$ cat src/carrierLoop_consts.svh
`ifndef CARRIERLOOP_CONSTS_SVH
`define CARRIERLOOP_CONSTS_SVH

// ------------------------------------------------------------
// Host address space
// ------------------------------------------------------------
`define LOOP_SPACE    4'h6          // Matched against adr[11:8]

// Word offsets within the block, adr[7:0]
`define REG_CONTROL   8'h00
`define REG_GAINS     8'h04
`define REG_LIMIT     8'h08
`define REG_LOCK      8'h0C
`define REG_STATUS    8'h10
`define REG_LAGACCUM  8'h14
`define REG_FREQ      8'h18

// ------------------------------------------------------------
// Datapath widths
// ------------------------------------------------------------
`define SAMPLE_W      18            // I/Q sample width
`define ACCUM_W       40            // Lag accumulator and filter sum

`define MIX_LATENCY   4             // Mixer pipeline depth in clocks

// Peak LO amplitude, full scale of an 18 bit signed value
`define NCO_AMP       131071

`endif

$ cat src/carrierLoopPkg.sv
`default_nettype none
`include "carrierLoop_consts.svh"

package carrierLoopPkg;

  // ------------------------------------------------------------
  // Sample path
  // ------------------------------------------------------------
  typedef struct packed {
    logic signed [`SAMPLE_W-1:0] re;
    logic signed [`SAMPLE_W-1:0] im;
  } iqSample_t;

  // ------------------------------------------------------------
  // Loop configuration from the register bank
  // ------------------------------------------------------------
  typedef struct packed {
    logic        invertError;     // Negate the phase error
    logic        zeroError;       // Open the loop
    logic        clearAccum;      // Hold lag accumulator at zero
    logic [4:0]  leadExp;
    logic [4:0]  lagExp;
    logic [31:0] limit;           // Lag magnitude, upper 32 bits
    logic [15:0] lockCount;       // Lock counter reload value
    logic [7:0]  syncThreshold;
    logic        loadLock;        // Single cycle pulse
  } loopConfig_t;

  // ------------------------------------------------------------
  // Loop status for readback
  // ------------------------------------------------------------
  typedef struct packed {
    logic        carrierLock;
    logic [15:0] lockCounter;
    logic [31:0] lagAccum;        // Upper bits of the accumulator
    logic [31:0] freqOffset;
  } loopStatus_t;

endpackage

`default_nettype wire

$ cat src/loopFilter.sv
`default_nettype none
`include "carrierLoop_consts.svh"

module loopFilter import carrierLoopPkg::*; (
  input  wire logic        clk,
  input  wire logic        reset,
  input  wire logic        loopEn,
  input  wire logic [7:0]  loopError,
  input  wire loopConfig_t cfg,
  output logic      [31:0] lagAccum,
  output logic      [31:0] freqOffset
);

  logic signed [`ACCUM_W-1:0] errExt;
  logic signed [`ACCUM_W-1:0] leadTerm;
  logic signed [`ACCUM_W-1:0] lagStep;
  logic signed [`ACCUM_W-1:0] lagReg;
  logic signed [`ACCUM_W-1:0] filterSum;

  // One guard bit so the sum and limits cannot wrap
  logic signed [`ACCUM_W:0] lagSum;
  logic signed [`ACCUM_W:0] posLimit;
  logic signed [`ACCUM_W:0] negLimit;
  logic signed [`ACCUM_W:0] lagClamped;

  // ------------------------------------------------------------
  // Lead and lag gains
  // ------------------------------------------------------------
  assign errExt   = {{(`ACCUM_W-8){loopError[7]}}, loopError};
  assign leadTerm = errExt <<< cfg.leadExp;
  assign lagStep  = errExt <<< cfg.lagExp;

  assign lagSum   = lagReg + lagStep;
  assign posLimit = {1'b0, cfg.limit, 8'd0};   // Limit sits in the upper 32 bits
  assign negLimit = -posLimit;

  always_comb begin
    if (lagSum > posLimit)
      lagClamped = posLimit;
    else if (lagSum < negLimit)
      lagClamped = negLimit;
    else
      lagClamped = lagSum;
  end

  // ------------------------------------------------------------
  // Lag accumulator and filter sum
  // ------------------------------------------------------------
  always_ff @(posedge clk) begin
    if (reset) begin
      lagReg <= '0;
    end else if (cfg.clearAccum) begin
      lagReg <= '0;
    end else if (loopEn) begin
      lagReg <= lagClamped[`ACCUM_W-1:0];
    end
  end

  // Sum uses the lag value from before this update
  always_ff @(posedge clk) begin
    if (reset)
      filterSum <= '0;
    else if (loopEn)
      filterSum <= lagReg + leadTerm;
  end

  assign lagAccum   = lagReg[`ACCUM_W-1 -: 32];
  assign freqOffset = filterSum[`ACCUM_W-1 -: 32];

endmodule

`default_nettype wire

$ cat config.mk
export PLATFORM = sky130hd
export DESIGN_NAME = loopFilter
export DESIGN_NICKNAME = d
export VERILOG_FILES = /design/src/carrierLoopPkg.sv /design/src/loopFilter.sv
export VERILOG_INCLUDE_DIRS = /design/src /design/src/src
export SDC_FILE = /design/constraint.sdc
export NUM_CORES = 1
export LEC_CHECK = 0
export BUFFER_PORTS_ARGS = -buffer_cell sky130_fd_sc_hd__buf_2
export CORE_ASPECT_RATIO = 1.2
export CORE_UTILIZATION = 55
export DETAILED_ROUTE_END_ITERATION = 10
export PLACE_DENSITY_LB_ADDON = 0.1
export SLEW_MARGIN = 25
export SYNTH_ARGS = -nofsm -noshare
export SYNTH_HDL_FRONTEND = slang
export SYNTH_SLANG_ARGS = --single-unit
$ cat constraint.sdc
create_clock -name clk -period 10.7 [get_ports clk]
set_clock_uncertainty 0.15 [all_clocks]
set_input_delay 0 -clock clk [delete_from_list [all_inputs] [get_ports clk]]
set_output_delay 0 -clock clk [all_outputs]
set_load 0.03 [all_outputs]
==> results of run 1 <==
stage by stage:
step	util (%)	instances
after floorplan	-	1451
after global placement	59.0	1722
after detailed placement	59.0	1722
after CTS	62.5	1773
after global routing	62.5	1773
final	62.5	1773
logic make-up after synthesis:
family	after synthesis	synth area share, %
AO/OA/AOI/OAI	424	26.1
multiplexers	44	4.27
XOR/XNOR	97	8.11
flip-flops	72	13.8
AND/OR/NAND/NOR	501	22.9
buffers and inverters	170	7.68
adder cells (fa/ha/maj)	143	17.1
cell usage in the layout, fill, tap and decap left out, types with 16 or more instances in the layout:
cell	Yosys	layout
a21oi_1	130	130
dlygate4sd3_1	0	35
inv_1	62	62
nand3_1	65	65
xor2_1	26	26
a211oi_1	20	20
a31oi_1	23	23
a21o_1	41	41
nor3_1	29	29
o22ai_1	16	16
nand2_1	131	131
mux2i_1	38	38
and2_1	21	21
o211ai_1	24	24
nand4_1	40	40
ha_1	142	142
o21ai_0	69	69
buf_2	3	117
nor2_1	137	136
xnor2_1	71	71
dfxtp_1	72	72
layout make-up:
| class | instances | share of cell area (%) |
|---|---|---|
| Clock inverter | 7 | 0.597 |
| Tap cell | 252 | 2.74 |
| Inverter | 63 | 2.05 |
| Clock buffer | 9 | 1.95 |
| Multi-Input combinational cell | 1209 | 71.5 |
| Timing Repair Buffer | 161 | 8.71 |
| Sequential cell | 72 | 12.5 |
worst reg2reg max path: stages, from the launching register on:
cell       delay, ps
dfxtp_1          430
ha_1             460
a21oi_1          120
o21ai_0          300
o21bai_1         140
a2111oi_1        740
nor2_1           200
o21ai_0          470
xor2_1           230
ha_1             360
nand3_1          130
nor4_1           460
nand3_1          210
or4_1            490
a2111oi_2        300
o22a_2           270
or2_1            870
buf_4            400
nor4_1            90
a311o_1          290
layer usage:
| layer | GRT usage [%] | up-vias | routed length (um) |
|---|---|---|---|
| met5 | 0 | - | 0 |
| met4 | 17.6 | 0 | 1650 |
| li1 | - | 5423 | - |
| met2 | 61.9 | 421 | 16800 |
| met1 | 42.0 | 5114 | 14200 |
| met3 | 3.47 | 95 | 1910 |
worst max path at each step:
stage                       endpoint  slack [ps]
after floorplan           lagReg[14]        4530
after global placement    lagReg[38]        2410
after detailed placement  lagReg[39]        2360
after CTS                 lagReg[38]        2710
after global routing      lagReg[38]        2350
final                     lagReg[38]        2720
flip-flops by register name, summed over array words and instances (netlist names):
signal,flops
lagReg,40
filterSum,32
power by group through the flow:
| stage | clock, mW | combinational (mW) | sequential [mW] |
|---|---|---|---|
| after global routing | 0.333 | 0.938 | 0.338 |
| after floorplan | 0 | 0.619 | 0.352 |
| final | 0.315 | 0.857 | 0.335 |
| after CTS | 0.321 | 0.843 | 0.334 |
| after detailed placement | 0 | 0.830 | 0.340 |
| after global placement | 0 | 0.820 | 0.339 |
==> impl_metrics.csv, run 1 <==
group,metric,value,unit
die,rows,54,
yosys,syn_inst,1451,
power_and_ir_drop,seq_power_share,22.2,%
routing,dr.pass1.iters,5,
sta,rsz0062_at_grt,"false",
global_route,grt_overflow,0,
routing,via_per_inst,6.23,
setup_path,r2r-end,"lagReg[38]",
setup_path,worst-setup-path-type,"in -> reg",
die,die-area,0.0196,mm2
yosys,ys_seq_elements,72,
sta,fmax,0.125,GHz
routing,detail-route-antenna-nets,0,
worst_hold_path,hold_path.class,"in -> reg",
setup_path,cp_top_family,"simple AND/OR/NAND/NOR gates",
die,boundaryPins,145,
layout,area_growth_syn_to_layout,10.0,%
setup_path,cp-end-kind,"flip-flop",
yosys,syn_area_per_cell,7.22,um2
yosys,synth-seq-area-share,13.8,%
setup_path,critPathLaunchType,"primary input",
sta,slew_headroom,25.7,%
power_and_ir_drop,switching_share,48.8,%
global_route,grt_use_total,35.1,%
clock_tree,cts_resized,0,
place,io_buffer_count,117,
setup_path,critical_path_required,10790,ps
place,place_congestion,0.982,
worst_hold_path,min_path_cells,5,
power_and_ir_drop,power,1.51,mW
clock_tree,path_clk_slew,70,ps
setup_path,r2r_slack,3460,ps
clock_tree,holdBufCountCts,35,
power_and_ir_drop,p_int,0.773,mW
sta,maxSlewViolCount,0,
place,place_area,0.0109,mm2
die,initial_utilization,56.8,%
outcome,status,"complete, no violations",
yosys,yosysMostFrequentCell,"ha_1",
die,core_area,0.0184,mm2
yosys,synth_common_cells,"ha_1 (142), nor2_1 (137), nand2_1 (131), a21oi_1 (130), dfxtp_1 (72)",
routing,wirelength,34.5,mm
yosys,ys_top_cells_by_area,"ha_1 (17%), dfxtp_1 (14%), a21oi_1 (6.2%), xnor2_1 (5.9%), nor2_1 (4.9%)",
power_and_ir_drop,clockPowerShare,20.9,%
run,drv_cap,0,
yosys,ys.flop_type,"dfxtp_1",
clock_tree,clkLatencyLatePin,360,ps
power_and_ir_drop,p_comb_share,56.8,%
layout,stdcell_area,0.0115,mm2
layout,regArea,0.00144,mm2
routing,wl_per_cell,19.5,um
setup_path,worstSetupPathDepth,27,
sta,setup_ws,2720,ps
layout,diodes,0,
power_and_ir_drop,power.leakage,5.44,nW
setup_path,crit_path_max_fanout,27,
setup_path,cpMaxStageDelayCell,"or2_1",
layout,nNetsFinal,1740,
yosys,yosysTopAreaCell,"ha_1",
layout,fillerInstances,1729,
sta,hold_viol,0,
worst_hold_path,min_from,"cfg[46]",
place,place_ws,2360,ps
clock_tree,cts_buffers,9,
sta,hold_ws,17.9,ps
clock_tree,cts_tree,"built",
power_and_ir_drop,power_density,131,mW/mm2
yosys,syn-num-nets,1675,
sta,tightest_slew,1110,ps
clock_tree,numClockSinks,72,
routing,drt_iter0_markers,837,
yosys,synth-edff-count,0,
clock_tree,cts_setup_buffers,0,
clock_tree,cts_max_level,3,
routing,route.detailed.drc,0,
layout,multiInputGateArea,0.00824,mm2
clock_tree,cts_max_path_buffers,2,
sta,setup_tns,0,ps
setup_path,reg2regPathDepth,19,
global_route,antenna_found_initial,0,
yosys,synth_top_area_share,17.0,%
sta,layout_min_cycle_time,7980,ps
setup_path,cp.arrival,8080,ps
clock_tree,cts-root-buf,"clkbuf_16",
place,dp_hpwl,27.3,mm
setup_path,crit_start,"cfg[57]",
setup_path,max_stage_delay,870,ps
yosys,synthArstFlopShare,0,%
sta,setup_viol,0,
global_route,grt_max_degree,51,
routing,vias,11100,
power_and_ir_drop,ir_worst_vdd,0.000105,V
setup_path,crit_buf_inv,3,
global_route,grt_pass1_vias,10500,
yosys,ys_types,77,
global_route,grt_pass1_wl,53.9,mm
sta,fin_crit_sh,74.6,%
yosys,ys_warn_count,0,
worst_hold_path,holdPathEnd,"lagReg[29]",
yosys,syn_area,0.0105,mm2
power_and_ir_drop,power_switching,0.735,mW
setup_path,r2r_start,"lagReg[16]",
die,fp.dieH,153,um
die,die_width,128,um
layout,drive_gt1_share,11.0,%
Note: power is estimated with default switching activity, not from simulation.
==> run 2, diff against run 1 <==
Clock period 10.7 ns to 8.4 ns, I/O delays scaled along.
==> run 2 against run 1 <==
  * Sequential power grew 28%
  * Cell area decreased by 0.64%
  * Total power grew 29%
  * Combinational power grew 30%
  * Global-route usage is 0.21 points higher
  * Sequential share of layout area rose by 0.081 points
==> impl_metrics.csv, run 2 (synthesized netlist as in run 1, its figures left out) <==
group,metric,value,unit
routing,wirelength,35.1,mm
clock_tree,cts_tree,"built",
place,place_congestion,0.961,
clock_tree,clkLatencyLatePin,360,ps
global_route,grt_pass1_vias,10300,
sta,hold_viol,0,
layout,largest_reg_flops,40,
clock_tree,cts_buffers,9,
setup_path,cpMaxStageDelayCell,"or4_1",
die,rows,54,
setup_path,critPathLaunchType,"primary input",
sta,setup_tns,0,ps
setup_path,cpMostUsedCell,"nor2_1",
sta,fin_crit_sh,83.1,%
routing,detail-route-antenna-nets,0,
sta,layout_min_cycle_time,6980,ps
global_route,grt_use_total,35.3,%
sta,maxSlewViolCount,0,
die,fp.dieH,153,um
routing,via_per_inst,6.23,
global_route,grt_pass1_wl,53.5,mm
sta,slew_headroom,41.6,%
layout,area_growth_syn_to_layout,9.30,%
power_and_ir_drop,ir_worst_vdd,0.000165,V
place,io_buffer_count,117,
sta,tightest_slew,877,ps
clock_tree,path_clk_slew,70,ps
setup_path,reg2regPathDepth,21,
power_and_ir_drop,power.leakage,5.45,nW
setup_path,max_stage_delay,460,ps
layout,reg_top3,"lagReg: 40 flops, filterSum: 32 flops",
layout,nNetsFinal,1734,
setup_path,critical_path_required,8500,ps
layout,layout_common_cells,"ha_1 (142), nor2_1 (135), nand2_1 (131), a21oi_1 (130), buf_2 (117)",
die,die-area,0.0196,mm2
clock_tree,cts_max_path_buffers,2,
setup_path,worst-setup-path-type,"in -> reg",
worst_hold_path,min_path_cells,3,
layout,stdcell_area,0.0115,mm2
die,boundaryPins,145,
clock_tree,cts-root-buf,"clkbuf_16",
layout,diodes,0,
die,core_area,0.0184,mm2
setup_path,r2r_start,"lagReg[0]",
worst_hold_path,min_from,"cfg[30]",
outcome,status,"complete, no violations",
setup_path,r2r-end,"lagReg[14]",
clock_tree,numClockSinks,72,
worst_hold_path,hold_path.class,"in -> reg",
place,dp.cells,1727,
setup_path,cp-end-kind,"flip-flop",
setup_path,crit_path_max_fanout,34,
sta,setup_viol,0,
layout,fin_cells,1767,
worst_hold_path,holdPathEnd,"lagReg[13]",
routing,vias,11000,
clock_tree,cts_max_level,3,
routing,wl_per_cell,19.9,um
layout,regMostFlops,"lagReg",
setup_path,cp.arrival,7080,ps
power_and_ir_drop,power,1.94,mW
run,drv_cap,0,
place,place_area,0.0109,mm2
layout,mostFrequentLayoutCell,"ha_1",
power_and_ir_drop,power_density,169,mW/mm2
layout,drive_gt1_share,11.5,%
setup_path,r2r_slack,2170,ps
routing,route.detailed.drc,0,
clock_tree,cts_resized,0,
routing,drt_iter0_markers,763,
global_route,grt_max_degree,51,
global_route,grt_overflow,0,
global_route,antenna_found_initial,0,
routing,dr.pass1.iters,5,
die,initial_utilization,56.8,%
die,die_width,128,um
sta,hold_ws,22.3,ps
place,dp_hpwl,27.6,mm
sta,fmax,0.143,GHz
sta,rsz0062_at_grt,"false",
-- run 2: changes by cell type in the layout (fill, tap and decap cells not counted) --
cell,before,now
dlygate4sd3_1,35,24
inv_8,3,2
nor2_1,136,135
buf_4,9,14
a2111oi_0,3,4
nor2_2,2,3
a2111oi_1,1,0
inv_6,3,4
-- run 2: critical path: cells and delay by family --
kind / cells / cell delay, ps
xor+xnor: 1 / 220
compound gates: 11 / 2980
fa+ha+maj: 2 / 770
mux: 1 / 390
simple gates: 10 / 1770
buf+inv: 4 / 910
-- run 2: power by group --
| part | internal, mW | switching [mW] | total, mW |
|---|---|---|---|
| Combinational | 0.401 | 0.708 | 1.11 |
| Clock | 0.210 | 0.192 | 0.401 |
| Sequential | 0.379 | 0.0487 | 0.428 |
| Total | 0.990 | 0.948 | 1.94 |
-- run 2: worst max path at each step --
stage                 endpoint    start  slack (ps)  cells past startpoint
CTS                 lagReg[13]  cfg[57]        1570                     29
floorplan           lagReg[14]  cfg[57]        2230                     30
finish              lagReg[14]  cfg[57]        1420                     29
global placement    lagReg[10]  cfg[57]        1320                     29
global route        lagReg[13]  cfg[57]         710                     29
detailed placement  lagReg[13]  cfg[57]        1210                     29
-- run 2: cell type report --
class | count | area [um2]
multi-input cells | 1209 | 8240
fillers | 1825 | 6990
flip-flops and latches | 72 | 1440
repair buffers | 155 | 931
well taps | 252 | 315
inverters | 63 | 236
clock buffers | 9 | 225
clock inverters | 7 | 66.3
-- run 2: metrics by stage --
step	utilization, %	setup slack (ps)
2_1_floorplan	-	2230
3_3_place_gp	59.2	1320
3_5_place_dp	59.2	1210
4_1_cts	62.1	1570
5_1_grt	62.1	714
6_report	62.1	1420
-- run 2: routing by layer --
layer  up-vias  routed length [um]  GRT usage (%)
met3        78                1950           3.54
met2       403               17000           62.1
met1      5123               14600           42.7
li1       5412                   -              -
met5         -                   0              0
met4         0                1530           16.9
-- run 2: what timing repair did --
| item | in CTS | in global routing |
|---|---|---|
| hold buffers | 24 | 0 |
| endpoints found under the hold margin | 43 | 0 |
| endpoints found under the setup margin | 0 | 0 |
| setup buffers | 0 | 0 |
==> run 3, diff against run 2 <==
Settings changed: CORE_UTILIZATION 55 to 54.
Clock period 8.4 ns to 5.97 ns, I/O delays scaled along.
==> run 3 against run 2 <==
  * Die area increased by 1.8%
  * Worst setup slack got worse by 1200 ps
  * Worst hold slack lost 19 ps
  * Critical path depth is 6 higher
  * Sequential power rose by 36%
  * First-iteration DRC count increased by 30%
  * Cell area is 17% higher
  * Cell count rose by 13%
  * Clock-buffer cell count did not move
  * Non-clock buffer count grew 220
  * Sequential share of layout area fell by 1.8 points
  * Combinational power grew 77%
==> impl_metrics.csv, run 3 (synthesized netlist as in run 1, its figures left out) <==
group,metric,value,unit
global_route,grt_pass1_vias,11100,
layout,nNetsFinal,1954,
global_route,grt_use_total,38.1,%
layout,area_growth_syn_to_layout,27.5,%
clock_tree,cts_tree,"built",
clock_tree,cts_buffers,9,
sta,slew_headroom,36.5,%
worst_hold_path,min_path_cells,5,
power_and_ir_drop,power.leakage,6.59,nW
sta,fin_crit_sh,96.6,%
layout,postLayoutCoreUtil,70.6,%
layout,reg_top3,"lagReg: 40 flops, filterSum: 32 flops",
die,die-area,0.0200,mm2
routing,wirelength,38.7,mm
die,fp.dieH,155,um
die,boundaryPins,145,
clock_tree,numClockSinks,72,
layout,regArea,0.00144,mm2
clock_tree,cts-root-buf,"clkbuf_16",
sta,tightest_slew,950,ps
die,initial_utilization,55.4,%
setup_path,reg2regPathDepth,24,
layout,multiInputGateArea,0.00840,mm2
worst_hold_path,hold_path.class,"in -> reg",
routing,drt_iter0_markers,995,
layout,regMostFlops,"lagReg",
clock_tree,clkLatencyLatePin,350,ps
power_and_ir_drop,ir_worst_vdd,0.000172,V
layout,drive_gt1_share,24.3,%
sta,layout_min_cycle_time,5760,ps
place,dp.cells,1944,
global_route,grt_pass1_wl,58.4,mm
run,drv_cap,0,
layout,layout_common_cells,"buf_4 (232), ha_1 (142), nor2_1 (134), nand2_1 (131), a21oi_1 (123)",
die,core_area,0.0189,mm2
setup_path,critical_path_required,6050,ps
setup_path,cp.arrival,5840,ps
layout,mostFrequentLayoutCell,"buf_4",
layout,fillerInstances,1642,
sta,hold_viol,0,
outcome,status,"complete, no violations",
setup_path,cp-end-kind,"flip-flop",
place,io_buffer_count,117,
clock_tree,cts_max_level,3,
setup_path,cpMostUsedCell,"buf_4",
global_route,grt_max_degree,49,
layout,diodes,0,
routing,vias,12100,
power_and_ir_drop,power_density,237,mW/mm2
setup_path,worst-setup-path-type,"in -> reg",
sta,setup_viol,0,
sta,setup_tns,0,ps
clock_tree,cts_max_path_buffers,2,
setup_path,max_stage_delay,440,ps
setup_path,cpMaxStageDelayCell,"or4_1",
clock_tree,path_clk_slew,60,ps
global_route,grt_overflow,0,
layout,largest_reg_flops,40,
global_route,antenna_found_initial,0,
sta,fmax,0.173,GHz
setup_path,crit_path_max_fanout,13,
die,rows,55,
sta,maxSlewViolCount,0,
layout,fin_cells,1991,
routing,route.detailed.drc,0,
place,place_congestion,1.06,
routing,wl_per_cell,19.5,um
place,dp_hpwl,31.0,mm
die,die_width,129,um
setup_path,critPathLaunchType,"primary input",
routing,dr.pass1.iters,5,
routing,via_per_inst,6.08,
routing,detail-route-antenna-nets,0,
power_and_ir_drop,power,3.16,mW
[run 3: changes by cell type in the layout (fill, tap and decap cells not counted), sizes merged]
cell / delta
dlygate4sd3: -2
clkinv: +4
bufinv: +2
buf: +220
inv: -6
clkbuf: +2
[run 3: area by class of cell]
type / instances / area share [%]
Multi-Input combinational cell: 1209 / 62.9
Timing Repair Buffer: 375 / 19.7
Sequential cell: 72 / 10.8
Tap cell: 256 / 2.40
Inverter: 63 / 1.77
Clock buffer: 9 / 1.69
Clock inverter: 7 / 0.721
[run 3: worst paths after layout]
check	start	end	slack (ps)
max reg2reg	lagReg[0]	lagReg[19]	410
min	cfg[42]	lagReg[25]	3
min reg2reg	filterSum[25]	filterSum[25]	300
max	cfg[57]	lagReg[19]	210
[run 3: through the flow]
stage / setup WS, ps / hold slack (ps) / cell area (um2)
after global routing: -144 / 64.0 / 13400
after floorplan: 17.1 / -3.83 / 10500
final: 205 / 3.13 / 13400
after detailed placement: -249 / 133 / 12600
after CTS: 71.6 / 1.95 / 13100
after global placement: -229 / 122 / 12600
[run 3: layer usage]
layer / global-route usage (%) / wire length [um] / vias to the layer above
li1: - / - / 5857
met1: 46.1 / 15500 / 5569
met2: 63.9 / 18000 / 562
met3: 5.64 / 3000 / 120
met4: 21.2 / 2230 / 0
met5: 0 / 0 / -
[run 3: power breakdown]
part / leakage [nW] / switching, mW / internal, mW
clock: 0.159 / 0.249 / 0.367
combinational: 5.85 / 1.12 / 0.847
sequential: 0.588 / 0.0474 / 0.534
total: 6.59 / 1.42 / 1.75
[run 3: repair_timing]
item                                   4_1_cts  5_1_grt
pin swaps                                    0       20
setup endpoints to repair                    1       40
endpoints found under the hold margin       32        0
gates resized for setup                      2       41
cloned                                       0        1
hold buffers                                22        0
buffers inserted                             0        8
[run 3: critical path, delay by kind of cell]
family                     cells  cell delay (ps)
and+or+nand+nor               12             1700
AOI/OAI and AO/OA              9             1650
buffers and inverters         10             1560
xor gates and xnor gates       1               60
adders and majority gates      2              630
muxes                          1              230
